**src/light_grid_pkg.sv**
```systemverilog
package light_grid_pkg;

    ////////////////////////////////////////////////////////////////////////////
    // Widths and pipeline depth
    ////////////////////////////////////////////////////////////////////////////

    localparam int pos_bits = 12;
    localparam int cell_bits = 6;

    // Read to write distance is update_latency-1 cycles
    localparam int update_latency = 3;

    typedef logic [pos_bits-1:0] pos_t;
    typedef logic [cell_bits-1:0] cell_t;

    ////////////////////////////////////////////////////////////////////////////
    // Command stream
    ////////////////////////////////////////////////////////////////////////////

    typedef enum logic [1:0] {
        turn_off = 2'b00,
        toggle   = 2'b01,
        reserved = 2'b10,
        turn_on  = 2'b11
    } op_e;

    typedef struct packed {
        op_e  op;
        pos_t start_row;
        pos_t start_col;
        pos_t end_row;
        pos_t end_col;
    } cmd_t;

    ////////////////////////////////////////////////////////////////////////////
    // Controller and sweep timer
    ////////////////////////////////////////////////////////////////////////////

    typedef enum logic [3:0] {
        st_wait_reset,
        st_accept,
        st_capture,
        st_update,
        st_start_sum,
        st_row_sweep,
        st_cascade,
        st_capture_sum,
        st_start_clear,
        st_clear,
        st_finished
    } ctrl_state_e;

    typedef enum logic [1:0] {
        mode_update,
        mode_sum,
        mode_clear
    } sweep_mode_e;

    // Broadcast from the timer to every bank
    typedef struct packed {
        pos_t rd_row;
        pos_t wr_row;
        logic wr_en;
        logic update_active;
        logic sum_en;
        logic cascade_en;
        logic acc_clear;
    } sweep_ctl_t;

endpackage

```
**src/light_col_bank.sv**
```systemverilog
module light_col_bank
    import light_grid_pkg::*;
#(
    parameter int COLS_PER_RAM = 6,
    parameter int ROWS = 16,
    parameter int RESULT_WIDTH = 32,
    parameter int BANK_INDEX = 0
) (
    input  logic                    clk,
    input  logic                    reset,
    input  sweep_ctl_t              ctl,
    input  cmd_t                    cmd,
    input  pos_t                    pass_offset,
    input  logic [RESULT_WIDTH-1:0] acc_in,
    output logic [RESULT_WIDTH-1:0] acc_out
);

    localparam int word_bits = cell_bits * COLS_PER_RAM;
    localparam int addr_bits = $clog2(ROWS);
    localparam int col_acc_bits = cell_bits + $clog2(ROWS + 1);

    logic [word_bits-1:0] rd_word;
    logic [word_bits-1:0] wr_word;
    logic [COLS_PER_RAM-1:0][col_acc_bits-1:0] col_acc;
    logic [RESULT_WIDTH-1:0] bank_sum;

    light_col_ram #(
        .DEPTH(ROWS),
        .WIDTH(word_bits)
    ) u_ram (
        .clk,
        .rd_addr(ctl.rd_row[addr_bits-1:0]),
        .rd_data(rd_word),
        .wr_en(ctl.wr_en),
        .wr_addr(ctl.wr_row[addr_bits-1:0]),
        .wr_data(wr_word)
    );

    for (genvar j = 0; j < COLS_PER_RAM; j++) begin : g_col
        localparam int col_index = BANK_INDEX * COLS_PER_RAM + j;

        cell_t rd_cell;
        cell_t next_cell;
        cell_t wr_cell;
        logic [pos_bits:0] abs_col;
        logic hit;

        assign rd_cell = rd_word[j*cell_bits +: cell_bits];
        assign abs_col = {1'b0, pass_offset} + (pos_bits + 1)'(col_index);
        assign hit = (abs_col >= {1'b0, cmd.start_col}) && (abs_col <= {1'b0, cmd.end_col});

        always_comb begin
            next_cell = rd_cell;
            if (hit) begin
                unique case (cmd.op)
                    turn_on:  next_cell = rd_cell + cell_t'(1);
                    toggle:   next_cell = rd_cell + cell_t'(2);
                    turn_off: next_cell = (rd_cell != '0) ? rd_cell - cell_t'(1) : rd_cell;
                    reserved: next_cell = rd_cell;
                    default:  next_cell = rd_cell;
                endcase
            end
        end

        // Third pipeline stage of the read-modify-write
        always_ff @(posedge clk) begin
            wr_cell <= next_cell;
        end

        assign wr_word[j*cell_bits +: cell_bits] = ctl.update_active ? wr_cell : '0;

        always_ff @(posedge clk) begin
            if (reset) begin
                col_acc[j] <= '0;
            end else if (ctl.acc_clear) begin
                col_acc[j] <= '0;
            end else if (ctl.sum_en) begin
                col_acc[j] <= col_acc[j] + col_acc_bits'(rd_cell);
            end
        end
    end

    always_comb begin
        bank_sum = '0;
        for (int k = 0; k < COLS_PER_RAM; k++) begin
            bank_sum = bank_sum + RESULT_WIDTH'(col_acc[k]);
        end
    end

    // One stage of the bank-to-bank cascade
    always_ff @(posedge clk) begin
        if (reset) begin
            acc_out <= '0;
        end else if (ctl.acc_clear) begin
            acc_out <= '0;
        end else if (ctl.cascade_en) begin
            acc_out <= acc_in + bank_sum;
        end
    end

endmodule

```
**src/light_col_ram.sv**
```systemverilog
module light_col_ram #(
    parameter int DEPTH = 16,
    parameter int WIDTH = 36
) (
    input  logic                     clk,
    input  logic [$clog2(DEPTH)-1:0] rd_addr,
    output logic [WIDTH-1:0]         rd_data,
    input  logic                     wr_en,
    input  logic [$clog2(DEPTH)-1:0] wr_addr,
    input  logic [WIDTH-1:0]         wr_data
);

    logic [WIDTH-1:0] mem [DEPTH];

    // Grid starts dark
    initial begin
        for (int i = 0; i < DEPTH; i++) begin
            mem[i] = '0;
        end
    end

    always_ff @(posedge clk) begin
        rd_data <= mem[rd_addr];
        if (wr_en) begin
            mem[wr_addr] <= wr_data;
        end
    end

endmodule

```
**src/light_grid_ctrl.sv**
```systemverilog
module light_grid_ctrl
    import light_grid_pkg::*;
#(
    parameter int COLS_PER_RAM = 6,
    parameter int RAM_COUNT = 2,
    parameter int PASSES = 2,
    parameter int RESULT_WIDTH = 32
) (
    input  logic                    clk,
    input  logic                    reset,
    input  logic                    instr_valid,
    input  logic                    instr_last,
    input  cmd_t                    instr_data,
    output logic                    instr_ready,
    output logic                    sweep_start,
    output sweep_mode_e             sweep_mode,
    output pos_t                    sweep_first_row,
    output pos_t                    sweep_last_row,
    input  logic                    sweep_done,
    input  logic [RESULT_WIDTH-1:0] total_in,
    output cmd_t                    cmd,
    output pos_t                    pass_offset,
    output logic                    count_done,
    output logic [RESULT_WIDTH-1:0] count_value
);

    localparam int pass_bits = $clog2(PASSES + 1);
    localparam int bank_width = COLS_PER_RAM * RAM_COUNT;

    ctrl_state_e state, next_state;
    cmd_t cmd_q;
    logic last_q;
    logic [pass_bits-1:0] pass_cnt;
    logic passes_done;

    // Pass count already advanced in capture_sum
    assign passes_done = (pass_cnt == pass_bits'(PASSES));

    always_comb begin
        next_state = state;
        unique case (state)
            st_wait_reset:  next_state = st_accept;
            st_accept: begin
                if (instr_valid) begin
                    next_state = st_capture;
                end
            end
            st_capture:     next_state = st_update;
            st_update: begin
                if (sweep_done) begin
                    next_state = last_q ? st_start_sum : st_accept;
                end
            end
            st_start_sum:   next_state = st_row_sweep;
            st_row_sweep: begin
                if (sweep_done) begin
                    next_state = st_cascade;
                end
            end
            st_cascade: begin
                if (sweep_done) begin
                    next_state = st_capture_sum;
                end
            end
            st_capture_sum: next_state = st_start_clear;
            st_start_clear: next_state = st_clear;
            st_clear: begin
                if (sweep_done) begin
                    next_state = passes_done ? st_finished : st_accept;
                end
            end
            st_finished:    next_state = st_finished;
            default:        next_state = st_wait_reset;
        endcase
    end

    always_ff @(posedge clk) begin
        if (reset) begin
            state <= st_wait_reset;
        end else begin
            state <= next_state;
        end
    end

    // One command in flight, so the capture register is free in accept
    always_ff @(posedge clk) begin
        if (instr_ready && instr_valid) begin
            cmd_q <= instr_data;
        end
    end

    always_ff @(posedge clk) begin
        if (reset) begin
            last_q <= 1'b0;
            pass_cnt <= '0;
            pass_offset <= '0;
            count_value <= '0;
        end else begin
            if (instr_ready && instr_valid) begin
                last_q <= instr_last;
            end
            if (state == st_capture_sum) begin
                count_value <= count_value + total_in;
                pass_cnt <= pass_cnt + 1'b1;
                pass_offset <= pass_offset + pos_bits'(bank_width);
            end
        end
    end

    assign instr_ready = (state == st_accept);
    assign count_done = (state == st_finished);
    assign cmd = cmd_q;

    // Sweep requests
    assign sweep_start = (state == st_capture) || (state == st_start_sum)
                      || (state == st_start_clear);
    assign sweep_first_row = cmd_q.start_row;
    assign sweep_last_row = cmd_q.end_row;

    always_comb begin
        unique case (state)
            st_start_sum:   sweep_mode = mode_sum;
            st_start_clear: sweep_mode = mode_clear;
            default:        sweep_mode = mode_update;
        endcase
    end

endmodule

```
**src/light_grid_top.sv**
```systemverilog
module light_grid_top
    import light_grid_pkg::*;
#(
    parameter int ROWS = 16,
    parameter int COLS_PER_RAM = 6,
    parameter int RAM_COUNT = 2,
    parameter int PASSES = 2,
    parameter int RESULT_WIDTH = 32
) (
    input  logic                    clk,
    input  logic                    reset,
    input  logic                    instr_valid,
    input  logic                    instr_last,
    input  cmd_t                    instr_data,
    output logic                    instr_ready,
    output logic                    count_done,
    output logic [RESULT_WIDTH-1:0] count_value
);

    logic sweep_start;
    sweep_mode_e sweep_mode;
    pos_t sweep_first_row;
    pos_t sweep_last_row;
    logic sweep_done;
    sweep_ctl_t ctl;
    cmd_t cmd;
    pos_t pass_offset;

    // Entry 0 feeds bank 0, the last entry is the grid total
    logic [RAM_COUNT:0][RESULT_WIDTH-1:0] acc_chain;

    ////////////////////////////////////////////////////////////////////////////
    // Sequencing
    ////////////////////////////////////////////////////////////////////////////

    light_grid_ctrl #(
        .COLS_PER_RAM(COLS_PER_RAM),
        .RAM_COUNT(RAM_COUNT),
        .PASSES(PASSES),
        .RESULT_WIDTH(RESULT_WIDTH)
    ) u_ctrl (
        .clk,
        .reset,
        .instr_valid,
        .instr_last,
        .instr_data,
        .instr_ready,
        .sweep_start,
        .sweep_mode,
        .sweep_first_row,
        .sweep_last_row,
        .sweep_done,
        .total_in(acc_chain[RAM_COUNT]),
        .cmd,
        .pass_offset,
        .count_done,
        .count_value
    );

    row_sweep_timer #(
        .ROWS(ROWS),
        .RAM_COUNT(RAM_COUNT)
    ) u_timer (
        .clk,
        .reset,
        .start(sweep_start),
        .mode(sweep_mode),
        .first_row(sweep_first_row),
        .last_row(sweep_last_row),
        .done(sweep_done),
        .ctl
    );

    ////////////////////////////////////////////////////////////////////////////
    // Column banks
    ////////////////////////////////////////////////////////////////////////////

    assign acc_chain[0] = '0;

    for (genvar i = 0; i < RAM_COUNT; i++) begin : g_bank
        light_col_bank #(
            .COLS_PER_RAM(COLS_PER_RAM),
            .ROWS(ROWS),
            .RESULT_WIDTH(RESULT_WIDTH),
            .BANK_INDEX(i)
        ) u_bank (
            .clk,
            .reset,
            .ctl,
            .cmd,
            .pass_offset,
            .acc_in(acc_chain[i]),
            .acc_out(acc_chain[i+1])
        );
    end

endmodule

```
**src/row_sweep_timer.sv**
```systemverilog
module row_sweep_timer
    import light_grid_pkg::*;
#(
    parameter int ROWS = 16,
    parameter int RAM_COUNT = 2
) (
    input  logic        clk,
    input  logic        reset,
    input  logic        start,
    input  sweep_mode_e mode,
    input  pos_t        first_row,
    input  pos_t        last_row,
    output logic        done,
    output sweep_ctl_t  ctl
);

    localparam int wr_tap = update_latency - 1;
    localparam int cnt_bits = $clog2(ROWS + update_latency + RAM_COUNT + 1);

    sweep_mode_e mode_q;
    pos_t rd_ptr;
    pos_t end_ptr;
    logic rd_on;
    pos_t [wr_tap:1] row_sr;
    logic [wr_tap:1] we_sr;
    logic sum_on;
    logic cascade_on;
    logic sum_valid;
    logic acc_clear_q;
    logic [cnt_bits-1:0] cnt;

    // Row pointers follow the read pointer down the pipeline
    always_ff @(posedge clk) begin
        row_sr[1] <= rd_ptr;
        for (int k = 2; k <= wr_tap; k++) begin
            row_sr[k] <= row_sr[k-1];
        end
    end

    always_ff @(posedge clk) begin
        if (reset) begin
            mode_q <= mode_update;
            rd_ptr <= '0;
            end_ptr <= '0;
            rd_on <= 1'b0;
            we_sr <= '0;
            sum_on <= 1'b0;
            cascade_on <= 1'b0;
            sum_valid <= 1'b0;
            acc_clear_q <= 1'b0;
            cnt <= '0;
            done <= 1'b0;
        end else begin
            done <= 1'b0;
            we_sr[1] <= rd_on && (mode_q == mode_update);
            for (int k = 2; k <= wr_tap; k++) begin
                we_sr[k] <= we_sr[k-1];
            end
            sum_valid <= rd_on && (mode_q == mode_sum);
            acc_clear_q <= done && (mode_q == mode_sum) && !cascade_on && !sum_on;

            if (start) begin
                mode_q <= mode;
                cnt <= '0;
                rd_on <= 1'b1;
                rd_ptr <= (mode == mode_update) ? first_row : '0;
                end_ptr <= (mode == mode_update) ? last_row : pos_bits'(ROWS - 1);
                sum_on <= (mode == mode_sum);
            end else begin
                if (rd_on) begin
                    if (rd_ptr >= end_ptr) begin
                        rd_on <= 1'b0;
                        done <= (mode_q == mode_clear);
                    end else begin
                        rd_ptr <= rd_ptr + 1'b1;
                    end
                end

                // Final write of a command sweep
                if ((mode_q == mode_update) && we_sr[wr_tap] && (row_sr[wr_tap] >= end_ptr)) begin
                    done <= 1'b1;
                end

                if (sum_on) begin
                    if (cnt == cnt_bits'(ROWS + update_latency - 1)) begin
                        sum_on <= 1'b0;
                        cascade_on <= 1'b1;
                        cnt <= '0;
                        done <= 1'b1;
                    end else begin
                        cnt <= cnt + 1'b1;
                    end
                end else if (cascade_on) begin
                    if (cnt == cnt_bits'(RAM_COUNT)) begin
                        cascade_on <= 1'b0;
                        done <= 1'b1;
                    end else begin
                        cnt <= cnt + 1'b1;
                    end
                end
            end
        end
    end

    // Clear writes straight from the pointer, updates from the delay line
    assign ctl.rd_row = rd_ptr;
    assign ctl.wr_row = (mode_q == mode_clear) ? rd_ptr : row_sr[wr_tap];
    assign ctl.wr_en = (mode_q == mode_clear) ? rd_on : we_sr[wr_tap];
    assign ctl.update_active = (mode_q == mode_update);
    assign ctl.sum_en = sum_valid;
    assign ctl.cascade_en = cascade_on;
    assign ctl.acc_clear = acc_clear_q;

endmodule
```
**config.mk**
```make
export PLATFORM = sky130hd
export DESIGN_NAME = light_grid_top
export DESIGN_NICKNAME = d
export VERILOG_FILES = /design/src/light_grid_pkg.sv /design/src/light_col_bank.sv /design/src/light_col_ram.sv /design/src/light_grid_ctrl.sv /design/src/light_grid_top.sv /design/src/row_sweep_timer.sv
export SDC_FILE = /design/constraint.sdc
export NUM_CORES = 2
export LEC_CHECK = 0
export BUFFER_PORTS_ARGS = -buffer_cell sky130_fd_sc_hd__buf_2
export CAP_MARGIN = 40
export CORE_AREA = 5 5 478 574
export CTS_CLUSTER_DIAMETER = 40
export CTS_CLUSTER_SIZE = 28
export DETAILED_ROUTE_END_ITERATION = 12
export DIE_AREA = 0 0 483 579
export GPL_ROUTABILITY_DRIVEN = 0
export GPL_TIMING_DRIVEN = 0
export PLACE_DENSITY = 0.54
export SETUP_SLACK_MARGIN = 0.3
export SLEW_MARGIN = 25
export SYNTH_ARGS = -nofsm -noshare
export SYNTH_HDL_FRONTEND = slang
export SYNTH_HIERARCHICAL = 1
export SYNTH_SLANG_ARGS = --single-unit
```
**constraint.sdc**
```tcl
create_clock -name clk -period 5.6 [get_ports clk]
set_input_delay 0.56 -clock clk [delete_from_list [all_inputs] [get_ports clk]]
set_output_delay 0.56 -clock clk [all_outputs]
set_load 0.02 [all_outputs]
```
==> out/results.txt <==
via count: 55354
depth of the CTS H-tree: 5
Die ar.: 280000 um^2
CP startpoint: g_bank[0].u_bank/col_acc[2]$_SDFFE_PP0P_
Slowest-stage cell, CP: a221oi_1
Clock Skew: 0.0946 ns
first-pass GRT wire length: 356000 um
Residual DRC: 0
vias per inst: 5.08
Final Instance Count excl. Fillers: 10888
layout cell share with drive strength beyond 1: 15.8%
Mapped Area: 82600 um^2
CP Class: reg -> reg
Critical Path Sink Type: flop
P_leak: 37.0 nW
Final Max Tran Viols: 0
Slew @ Worst Pin: 0.889 ns
peak supply drop: 0.287 mV
min-delay worst type: in -> reg
R2R setup slack: 0.53 ns
CTS Buf Count: 278
total gr overflow: 0
Final HPWL DP: 172000 um
P per Cell Area: 405 nW/um^2
initial antenna violation count: 8
setup ws final: 0.533 ns
CTS sink count: 1654
pin count of the biggest net entering global routing: 47
Worst EP required: 6.32 ns
I/O pin count: 88
pre-CTS setup slack: 0.515 ns
placed cells: 10333
Antenna Violating Nets Remaining: 0
Die X-Extent: 483 um
Fmax: 197 MHz
# rows: 209
final setup fails: 0
Critical Path AT: 5.79 ns
final hold violations: 0
CP peak stage delay: 0.63 ns
worst path bufs/invs: 4
Clock Pin Slew Worst Setup and Hold Paths: 0.05 ns
fillers: 25676
status: finished, final reports clean
final wirelength: 237000 um
worst-path maximum fanout: 4
CTS root buf: clkbuf_16
Synth Instances: 6479
RR Startpoint: g_bank[0].u_bank/col_acc[2]$_SDFFE_PP0P_
slew margin rel.: 40.8%
critical path cell sequence: inv_1 > fa_1 > inv_1 > fa_1 > fa_1 > inv_1 > fa_1 > inv_1 > fa_1 > a21o_1 > a221oi_1 > a211oi_1 > or3_1 > a31oi_1 > nor2_1
Total GRT Usage: 16.5%
RSZ-0062 raised after global routing: no
worst skew pair latency: 0.94 ns
Mean Syn Cell Area: 12.8 um^2
Port Buffers: 87
Die Span Y: 579 um
Starting Density: 30.7%
crit path time final: 5.07 ns
Hold Startpoint: instr_valid
Crit path max-delay family: adder cells
area delta synth->final: 21.0%
Detailed Routing Iterations Pass 1: 5
vias in the first global route: 56748
post-CTS setup buffer count: 0
core region area: 269000 um^2
clk buf depth: 4
Final #Nets: 7785
max-cap violations: 0
Wirelength per Cell: 21.7 um
startpoint types: flop
Synthesis Warnings: 6
Iter 0 DRT Violations: 4740
final period utilization: 90.5%
Top cell by count, worst path: fa_1
CTS tree: yes
power by group:
group | total (mW) | leakage [nW] | switching [mW] | internal [mW]
combinational | 7.62 | 17.9 | 4.78 | 2.84
clock | 17.2 | 4.59 | 6.10 | 11.1
sequential | 15.7 | 14.5 | 0.844 | 14.8
total | 40.5 | 37.0 | 11.7 | 28.8
layer usage:
layer	global-route usage (%)	wire, um	up-vias
met5	0	0	-
met4	4.65	5970	0
met3	2.91	14100	378
met2	28.0	114000	1780
met1	21.6	102000	27818
li1	-	-	25378
final cells by class:
class / instances / area (um^2) / area share (%)
sequential: 1654 / 45100 / 45.2
multi-input combinational: 4144 / 34900 / 34.9
clock buffer: 320 / 7440 / 7.44
tap: 3587 / 4490 / 4.49
timing repair buffer: 261 / 2850 / 2.85
clock inverter: 169 / 2030 / 2.03
inverter: 430 / 1610 / 1.61
buffer: 316 / 1490 / 1.49
antenna: 7 / 17.5 / 0.0175
layout by cell type, fill, tap and decap left out, drive strengths merged, types with 42 or more instances in the layout:
| cell type | instances |
|---|---|
| edfxtp | 1202 |
| clkbuf | 531 |
| ha | 527 |
| inv | 471 |
| dfxtp | 452 |
| nor2 | 442 |
| nand2 | 387 |
| a21oi | 364 |
| buf | 315 |
| mux4 | 288 |
| o21ai | 277 |
| xnor2 | 180 |
| a22oi | 155 |
| xor2 | 139 |
| nand3 | 129 |
| a21o | 126 |
| fa | 119 |
| and2 | 91 |
| mux2i | 82 |
| nor3 | 73 |
| clkinv | 71 |
| conb | 67 |
| a211oi | 67 |
| nand4 | 66 |
| and3 | 54 |
| dlygate4sd3 | 51 |
| nor2b | 47 |
| nand2b | 42 |
metrics by stage:
| step | hold WS [ns] | util [%] | setup TNS [ns] | power (mW) | instance area, um^2 |
|---|---|---|---|---|---|
| after CTS | 0.0543 | 37.1 | 0 | 40.8 | 99900 |
| after global routing | 0.0851 | 37.2 | 0 | 42.2 | 99900 |
| after global placement | 0.311 | 32.7 | -2182.21 | 23.1 | 87800 |
| final | 0.140 | 37.2 | 0 | 40.5 | 100000 |
| after floorplan | 0.310 | - | 0 | 20.6 | 82900 |
| after detailed placement | 0.312 | 33.4 | 0 | 23.4 | 89900 |
flip-flops by register name, summed over array words and instances (netlist names), 10 cells and up:
signal,count
g_bank.u_bank/g_col.wr_cell,72
u_ctrl/cmd,26
u_timer/rd_ptr,12
u_ctrl/sweep_first_row,12
u_ctrl/pass_offset,10
g_bank.u_bank/acc_out,64
u_ctrl/sweep_last_row,12
u_timer/end_ptr,12
u_timer/row_sr,24
g_bank.u_bank/u_ram/mem,1152
g_bank.u_bank/u_ram/rd_data,72
g_bank.u_bank/col_acc,132
u_ctrl/count_value,32
path summary, 6_finish.rpt:
check                                                                  to  depth (start not counted)
worst min-delay path                             u_ctrl/cmd[10]$_DFFE_PP_                          2
worst min register to register                 u_timer/row_sr[18]$_DFF_P_                          0
worst max-delay path            g_bank[0].u_bank/acc_out[13]$_SDFFE_PP0P_                         15
worst max register to register  g_bank[0].u_bank/acc_out[13]$_SDFFE_PP0P_                         15
what timing repair did:
item                       4_1_cts  5_1_grt
hold endpoints to repair        51        0
setup endpoints to repair        0        1
hold buffers                    51        0
gates resized for setup          0        1
(Power assumes the default switching activity.)
